==> src/common/rx_fifo_pkg.sv <==
// --------------------
// Shared widths, depths and types of the I2S receive sample buffer
// FIFO depths must be powers of two
// LEVEL_W must hold MONO_DEPTH itself, not only MONO_DEPTH - 1
// Mode, channel select and DMA busy are quasi-static
// --------------------

package rx_fifo_pkg;

    // --------------------
    // Widths and depths
    // --------------------

    // One audio sample
    localparam int SAMPLE_W     = 16;

    // Read word, two samples side by side
    localparam int RD_WORD_W    = 2 * SAMPLE_W;

    // Per-channel FIFOs in stereo mode
    localparam int STEREO_DEPTH = 512;

    // Single FIFO in mono mode, twice as deep
    localparam int MONO_DEPTH   = 1024;

    // Level count, 0 up to MONO_DEPTH inclusive
    localparam int LEVEL_W      = 11;

    // --------------------
    // Enums
    // --------------------

    // Channel tag carried with each sample
    typedef enum logic
    {
        CHAN_LEFT  = 1'b0,
        CHAN_RIGHT = 1'b1
    } chan_e;

    // Buffer organization
    typedef enum logic
    {
        MODE_MONO   = 1'b0,
        MODE_STEREO = 1'b1
    } rx_mode_e;

    // --------------------
    // Structs
    // --------------------

    // Sample from the I2S receiver, 17 bits
    typedef struct packed
    {
        logic [SAMPLE_W-1:0] data;
        chan_e               chan;
    } sample_t;

    // Static configuration, 3 bits
    typedef struct packed
    {
        rx_mode_e mode;
        chan_e    mono_sel;
        logic     dma_busy;
    } rx_cfg_t;

    // Per-FIFO status, 13 bits
    typedef struct packed
    {
        logic [LEVEL_W-1:0] level;
        logic               full;
        logic               empty;
    } fifo_status_t;

endpackage

==> src/rx_fifo/rx_channel_router.sv <==
// --------------------
// Sample steering and read-word assembly, purely combinational
// Mode, mono channel select and DMA busy must not change mid-stream
// Off-channel samples in mono mode are always accepted and dropped
// --------------------

`timescale 1ns/1ps

module rx_channel_router
(
    // Static configuration
    input  rx_fifo_pkg::rx_cfg_t              cfg_i,

    // Sample handshake from the I2S receiver
    input  rx_fifo_pkg::sample_t              sample_i,
    input  logic                              sample_valid_i,
    output logic                              sample_ready_o,

    // Pop strobes from processor and DMA
    input  logic                              cpu_pop_i,
    input  logic                              dma_pop_i,

    // FIFO status
    input  rx_fifo_pkg::fifo_status_t         left_status_i,
    input  rx_fifo_pkg::fifo_status_t         right_status_i,
    input  rx_fifo_pkg::fifo_status_t         mono_status_i,

    // FIFO head words
    input  logic [rx_fifo_pkg::SAMPLE_W-1:0]  left_data_i,
    input  logic [rx_fifo_pkg::SAMPLE_W-1:0]  right_data_i,
    input  logic [rx_fifo_pkg::SAMPLE_W-1:0]  mono_data_i,

    // FIFO strobes
    output logic                              left_push_o,
    output logic                              right_push_o,
    output logic                              mono_push_o,
    output logic                              left_pop_o,
    output logic                              right_pop_o,
    output logic                              mono_pop_o,

    // Shared write data, assembled read word
    output logic [rx_fifo_pkg::SAMPLE_W-1:0]  wr_data_o,
    output logic [rx_fifo_pkg::RD_WORD_W-1:0] rd_data_o
);

    import rx_fifo_pkg::*;

    logic stereo;
    logic is_left;
    logic mono_hit;
    logic accept;
    logic pop_sel;

    // --------------------
    // Push side
    // --------------------

    assign stereo   = (cfg_i.mode == MODE_STEREO);
    assign is_left  = (sample_i.chan == CHAN_LEFT);

    // Sample belongs to the channel kept in mono mode
    assign mono_hit = (sample_i.chan == cfg_i.mono_sel);

    // Back-pressure only from the FIFO the sample is headed for
    always_comb
    begin
        if (stereo)
        begin
            sample_ready_o = is_left ? ~left_status_i.full : ~right_status_i.full;
        end
        else
        begin
            sample_ready_o = mono_hit ? ~mono_status_i.full : 1'b1;
        end
    end

    assign accept       = sample_valid_i & sample_ready_o;

    // Accepted off-channel mono samples push nowhere
    assign left_push_o  = accept & stereo & is_left;
    assign right_push_o = accept & stereo & ~is_left;
    assign mono_push_o  = accept & ~stereo & mono_hit;

    assign wr_data_o    = sample_i.data;

    // --------------------
    // Pop side
    // --------------------

    // DMA owns the read port while busy
    assign pop_sel     = cfg_i.dma_busy ? dma_pop_i : cpu_pop_i;

    // Stereo pop takes one word off each channel FIFO
    assign left_pop_o  = pop_sel & stereo & ~left_status_i.empty;
    assign right_pop_o = pop_sel & stereo & ~right_status_i.empty;
    assign mono_pop_o  = pop_sel & ~stereo & ~mono_status_i.empty;

    // Right sample in the upper half, mono sample duplicated
    assign rd_data_o   = stereo ? {right_data_i, left_data_i} : {mono_data_i, mono_data_i};

endmodule

==> config.mk <==
export PLATFORM = sky130hd
export DESIGN_NAME = rx_channel_router
export DESIGN_NICKNAME = d
export VERILOG_FILES = /design/src/common/rx_fifo_pkg.sv /design/src/rx_fifo/rx_channel_router.sv
export SDC_FILE = /design/constraint.sdc
export NUM_CORES = 1
export LEC_CHECK = 0
export ABC_AREA = 1
export ABC_CLOCK_PERIOD_IN_PS = 800
export BUFFER_PORTS_ARGS = -buffer_cell sky130_fd_sc_hd__buf_2
export CAP_MARGIN = 20
export CORE_AREA = 2 2 64 66
export DETAILED_ROUTE_END_ITERATION = 8
export DIE_AREA = 0 0 66 68
export PLACE_DENSITY = 0.65
export SLEW_MARGIN = 40
export SYNTH_ARGS = -nofsm -noshare
export SYNTH_HDL_FRONTEND = slang
export SYNTH_SLANG_ARGS = --single-unit
==> constraint.sdc <==
create_clock -name vclk -period 0.8
set_input_delay 0.08 -clock vclk [all_inputs]
set_output_delay 0.08 -clock vclk [all_outputs]
set_load 0.005 [all_outputs]
Yosys cells after proc, flatten, opt, wreduce, memory -nomap -nowiden:

Cells that the tools add are included.

* equal/unequal tests: 1
* muxes and demuxes: 5
* bitwise operators: 19

Operators with widths (number)
* $mux 32: 1
* $and 1x1->1: 11
* $not 1->1: 8
* $mux 1: 4
* $eq 1x1->1: 1

* bits in registers: 0
* bits of input ports: 110
* logic and storage cells: 25

Logic depth before layout (Yosys ltp):

Gate-level depths: netlist (run 1).

* word-level depth: 6
* gate-level depth with buffers: 5
* mapped depth without buffers: 5

Least setup slack after synthesis (run 1):

No wires, ideal clock.

* path kind: input to output
* start point: input cfg_i[2] in the netlist's numbering
* end point: output left_pop_o
* data arrival time: 0.600 ns
* required time: 0.720 ns
* slack: 0.120 ns
* cell stages on the path: 4
* path through: buf_4 inv_4 or2_4 nor2_2

* word-level cells in the longest chain between the ends: 2

RTL lines
* from (decl): line rx_channel_router.sv:12 `input rx_fifo_pkg::rx_cfg_t cfg_i,`
* $and 1x1->1 (2 in a row): line rx_channel_router.sv:94 `assign left_pop_o = pop_sel & stereo & ~left_status_i.empty;`
* to (decl): line rx_channel_router.sv:37 `output logic left_pop_o,`

No other way between the ends.

Worst setup path after layout (run 1):

* start point: input cfg_i[0] in the netlist's numbering
* end point: output left_pop_o

* word-level cells in the longest chain between the ends: 3

RTL lines
* $mux 1: line rx_channel_router.sv:91 `assign pop_sel = cfg_i.dma_busy ? dma_pop_i : cpu_pop_i;`
* $and 1x1->1 (2 in a row): line rx_channel_router.sv:94

No other way between the ends.

==> results.toml, run 1 <==
[outcome]
status = "finished, violations left"
violations = "negative setup slack"

[drt]
drt-met1-wl_um = 785
vias = 1014
wl_mm = 2.21
ant_nets = 0
via_per_inst = 3.86
dr_wl_met2_mm = 1.16
top_layer = "met4"
drt-initial-drc-count = 5
firstDrtPassIters = 4
wl_per_cell_um = 8.41
remaining_drc_errors = 0
wl_met3_um = 247

[finish]
diodes = 0
area_growth_pct = 94.4
clkbuf_count = 0
final_cells = 263
seq_area_um2 = 0
seq_cell_count = 0
layout-drive-gt1-share_pct = 57.3
layout_commonest_cell = "buf_2"
finalNetCount = 325
layout_common_cells = "buf_2 (95), nand2_1 (80), buf_6 (7)"

[run]
maxCapViolations = 0

[clock_network]
holdBufCountCts = 0
cts_post_setup_buffers_inserted = 0

[setup_path]
path_max_fanout = 2
cp_slowest_cell = "or2_4"
worstPathCellList = "buf_6, nand2_2, o21ai_2, or2_4, nor2_2, buf_2"
path_delay_family = "simple AND/OR/NAND/NOR gates"
startpoint = "cfg_i[0]"
cp_data_required_time_ns = 0.72
crit_arrival_ns = 0.73
cp_num_buf_inv = 2
critPathCaptureType = "output port"
crit_type = "in2out"
cp-start-kind = "input pin"
slowest_delay_ns = 0.25

[placement]
place_congestion = 0.748
place_inst = 263
dp_hpwl_mm = 1.89
portBuffers = 100

[sta]
fin_tns_setup_ns = -0.00689
tightest_slew_ns = 0.158
fmax_mhz = 1240
grt_setup_unrepaired = "yes"
slew_headroom_pct = 89.5
finalMaxSlewViolations = 0
period_share_pct = 101
worst_slack_ns = -0.00689
timing.final.crit_period_ns = 0.807
setup_violations = 1
finalHoldViolCount = 0

[die]
die_w_um = 66
core_um2 = 3860
die_y_um = 68
die-area_um2 = 4490
io_pins = 165
initial_utilization_pct = 15.1
num_rows = 23

[global_routing]
grt_max_degree = 23
grt_antenna_before_repair = 0
grt_pass1_wl_mm = 3.08
overflow = 0
grtUsageTotal_pct = 8.18
grt_pass1_vias = 762

[worst_hold_path]
hp-class = "in2out"
min_from = "sample_i[1]"

[yosys]
yosys.cell_types.count = 14
synth.largest_area_cell = "nand2_1"
ys_seq_area_share_pct = 0
synth_area_leaders = "nand2_1 (54%), buf_4 (23%), inv_1 (5.2%)"
syn-instance-count = 129
netlist_area_um2 = 581
synth_fp_nets = 239
synth_top_area_share_pct = 54.3
yosys_warnings = 0
syn_area_per_cell_um2 = 4.50

[power_and_ir_drop]
peakVddDrop_uv = 187
p_leak_uw = 0.000790
pwr_density_cell_nw_per_um2 = 512
## cells in the mapped netlist (2+ instances only)
cell and instances:
inv_1 8, nand2_1 84, buf_4 18, nor2_1 5
buf_2 3, nor2_2 2, nand4_1 2
## what timing repair did
action	in CTS	in global routing
endpoints found under the hold margin	0	0
gates resized for setup	13	16
endpoints found under the setup margin	34	12
pin swaps	5	6
## power by group
| part | switching (uW) | leakage, uW | internal (uW) |
|---|---|---|---|
| clock network | 0 | 0 | 0 |
| registers | 0 | 0 | 0 |
| logic | 262 | 0.000790 | 315 |
## per-layer routing
layer | up-vias | global-route usage [%]
met4 | 0 | 1.28
met2 | 59 | 16.4
met1 | 411 | 9.57
met3 | 6 | 0.658
met5 | - | 0
li1 | 538 | -
## worst paths after layout
kind                      endpoint  slack [ns]  cells past startpoint
worst max-delay path    left_pop_o      -0.007                      6
worst min-delay path  wr_data_o[0]        0.16                      0
## metrics by stage
stage                     hold slack, ns  instance area, um^2  util (%)  setup slack, ns  total power [uW]
after global placement             0.160                 1030      26.7          -0.0805               521
final                              0.160                 1130      29.3         -0.00689               577
after floorplan                    0.182                  581         -            0.120               281
after detailed placement           0.160                 1030      26.7          -0.0842               527
after CTS                          0.160                 1070      27.8          0.00141               554
after global routing               0.160                 1130      29.3           -0.103               657
## cells by family (layout without fill, tap and decap cells)
kind of cell | Yosys count | after routing | share of synthesized area (%)
AOI/OAI and AO/OA | 2 | 2 | 1.72
buffers and inverters | 30 | 114 | 32.1
and+or+nand+nor | 97 | 97 | 66.2
## layout make-up
class	instances	area, um^2
inverter	9	38.8
fill	444	2730
multi-input combinational	99	438
timing repair buffer	105	589
tap	50	62.6
Power figures use the tool's default switching activity.
==> run 2: changes to the inputs <==
Settings changed: ABC_AREA 1 to default, ABC_CLOCK_PERIOD_IN_PS 800 to 1000, CORE_AREA 2 2 64 66 to 2 2 63 65, DIE_AREA 0 0 66 68 to 0 0 65 67, PLACE_DENSITY 0.65 to 0.68.
Clock period 0.8 ns to 1 ns, I/O delays scaled along.
==> results.toml, run 2 <==
[finish]
layout_commonest_cell = "buf_2"
area_growth_pct = 72.3
finalNetCount = 307
clkbuf_count = 0
seq_area_um2 = 0
seq_cell_count = 0
layout-drive-gt1-share_pct = 54.4
diodes = 0
layout_common_cells = "buf_2 (100), nand2_1 (64), nand2b_1 (16)"

[setup_path]
crit_type = "in2out"
crit_arrival_ns = 0.79
path_max_fanout = 4
critPathCaptureType = "output port"
cp_data_required_time_ns = 0.90
cp-start-kind = "input pin"

[yosys]
synth.largest_area_cell = "nand2_1"
synth_fp_nets = 225
synth_top_area_share_pct = 39.7
ys_seq_area_share_pct = 0
yosysMostFrequentCell = "nand2_1"
syn_area_per_cell_um2 = 5.27
synthTopCellsByCount = "nand2_1 (64), buf_4 (16), nand2b_1 (16)"
netlist_area_um2 = 606
syn-instance-count = 115
yosys_warnings = 0
yosys.cell_types.count = 16
synth_area_leaders = "nand2_1 (40%), buf_4 (20%), nand2b_1 (17%)"

[sta]
grt_setup_unrepaired = "no"
worst_slack_ns = 0.108
finalHoldViolCount = 0
hold_ws_ns = 0.200
finalMaxSlewViolations = 0
setup_violations = 0
fmax_mhz = 1120
fin_tns_setup_ns = 0
tightest_slew_ns = 0.240
slew_headroom_pct = 83.6
timing.final.crit_period_ns = 0.892
period_share_pct = 89.2

[global_routing]
met2_usage_pct = 15.9
use_met3_pct = 0.338
top_usage_layer = "met2"
grt_pass1_wl_mm = 2.63
overflow = 0
grtUsageTotal_pct = 7.00
grt_max_degree = 32
grt_pass1_vias = 737
globalRouteMet1Util_pct = 6.80
grt_antenna_before_repair = 0

[die]
die-area_um2 = 4360
die_w_um = 65
io_pins = 165
die_y_um = 67
num_rows = 22
initial_utilization_pct = 16.8
core_um2 = 3610

[placement]
place_congestion = 0.656
pre_cts_ws_ns = 0.104
dp_hpwl_mm = 1.59
portBuffers = 100

[worst_hold_path]
min_from = "sample_i[13]"
hp-class = "in2out"
worstHoldPathCells = 0
worstHoldEndpoint = "wr_data_o[12]"

[drt]
remaining_drc_errors = 0
vias = 933
wl_mm = 1.81
firstDrtPassIters = 4
wl_per_cell_um = 7.45
via_per_inst = 3.84
ant_nets = 0
drt-initial-drc-count = 5

[power_and_ir_drop]
pwr_density_cell_nw_per_um2 = 395
totalPowerFinal_uw = 412
p_leak_uw = 0.000710
peakVddDrop_uv = 142

[clock_network]
cts_resized = 0
cts_post_setup_buffers_inserted = 0
holdBufCountCts = 0

[run]
maxCapViolations = 0

[outcome]
status = "complete, no violations"
-- run 2: changes by cell type in the layout (fill, tap and decap cells not counted), moves of 3 or more --
cell | before | now
buf_2 | 95 | 100
buf_6 | 7 | 0
inv_2 | 3 | 0
inv_1 | 4 | 0
nand2b_1 | 0 | 16
nand2_1 | 80 | 64
-- run 2: power by group --
group          total, uW  switching (uW)  internal, uW
logic                412             176           236
clock network          0               0             0
registers              0               0             0
-- run 2: worst max path at each step --
stage	slack [ns]	end	from
4_1_cts	0.10	sample_ready_o	sample_i[0]
2_1_floorplan	0.33	mono_push_o	cfg_i[2]
5_1_grt	0.07	sample_ready_o	sample_i[0]
3_5_place_dp	0.10	sample_ready_o	sample_i[0]
6_report	0.11	sample_ready_o	sample_i[0]
3_3_place_gp	0.10	sample_ready_o	sample_i[0]
-- run 2: worst max-delay path, cell delays in order --
cell and delay [ns]:
buf_2 0.12, mux2_2 0.34, a22oi_2 0.11, buf_2 0.13
-- run 2: cell families (layout without fill, tap and decap cells) --
kind of cell,Yosys count,in the layout,share of synthesized area [%]
simple gates,89,89,66.1
mux,2,2,3.51
compound gates,1,1,2.07
xor+xnor,1,1,1.45
buf+inv,22,102,26.9
-- run 2: per-stage QoR --
| step | instances | util [%] | area [um^2] |
|---|---|---|---|
| 2_1_floorplan | 115 | - | 606 |
| 3_3_place_gp | 243 | 28.9 | 1040 |
| 3_5_place_dp | 243 | 28.9 | 1040 |
| 4_1_cts | 243 | 28.9 | 1040 |
| 5_1_grt | 243 | 28.9 | 1040 |
| 6_report | 243 | 28.9 | 1040 |
-- run 2: metal layers --
metal  vias up  wire length (um)
met5         -                 0
met4         0                16
met3         6               272
met2        71               869
met1       362               651
li1        494                 -
-- run 2: layout make-up --
cell class                 instances  area (um^2)
fill                             417         2560
tap                               48         60.1
timing repair buffer             102          541
multi-input combinational         93          443
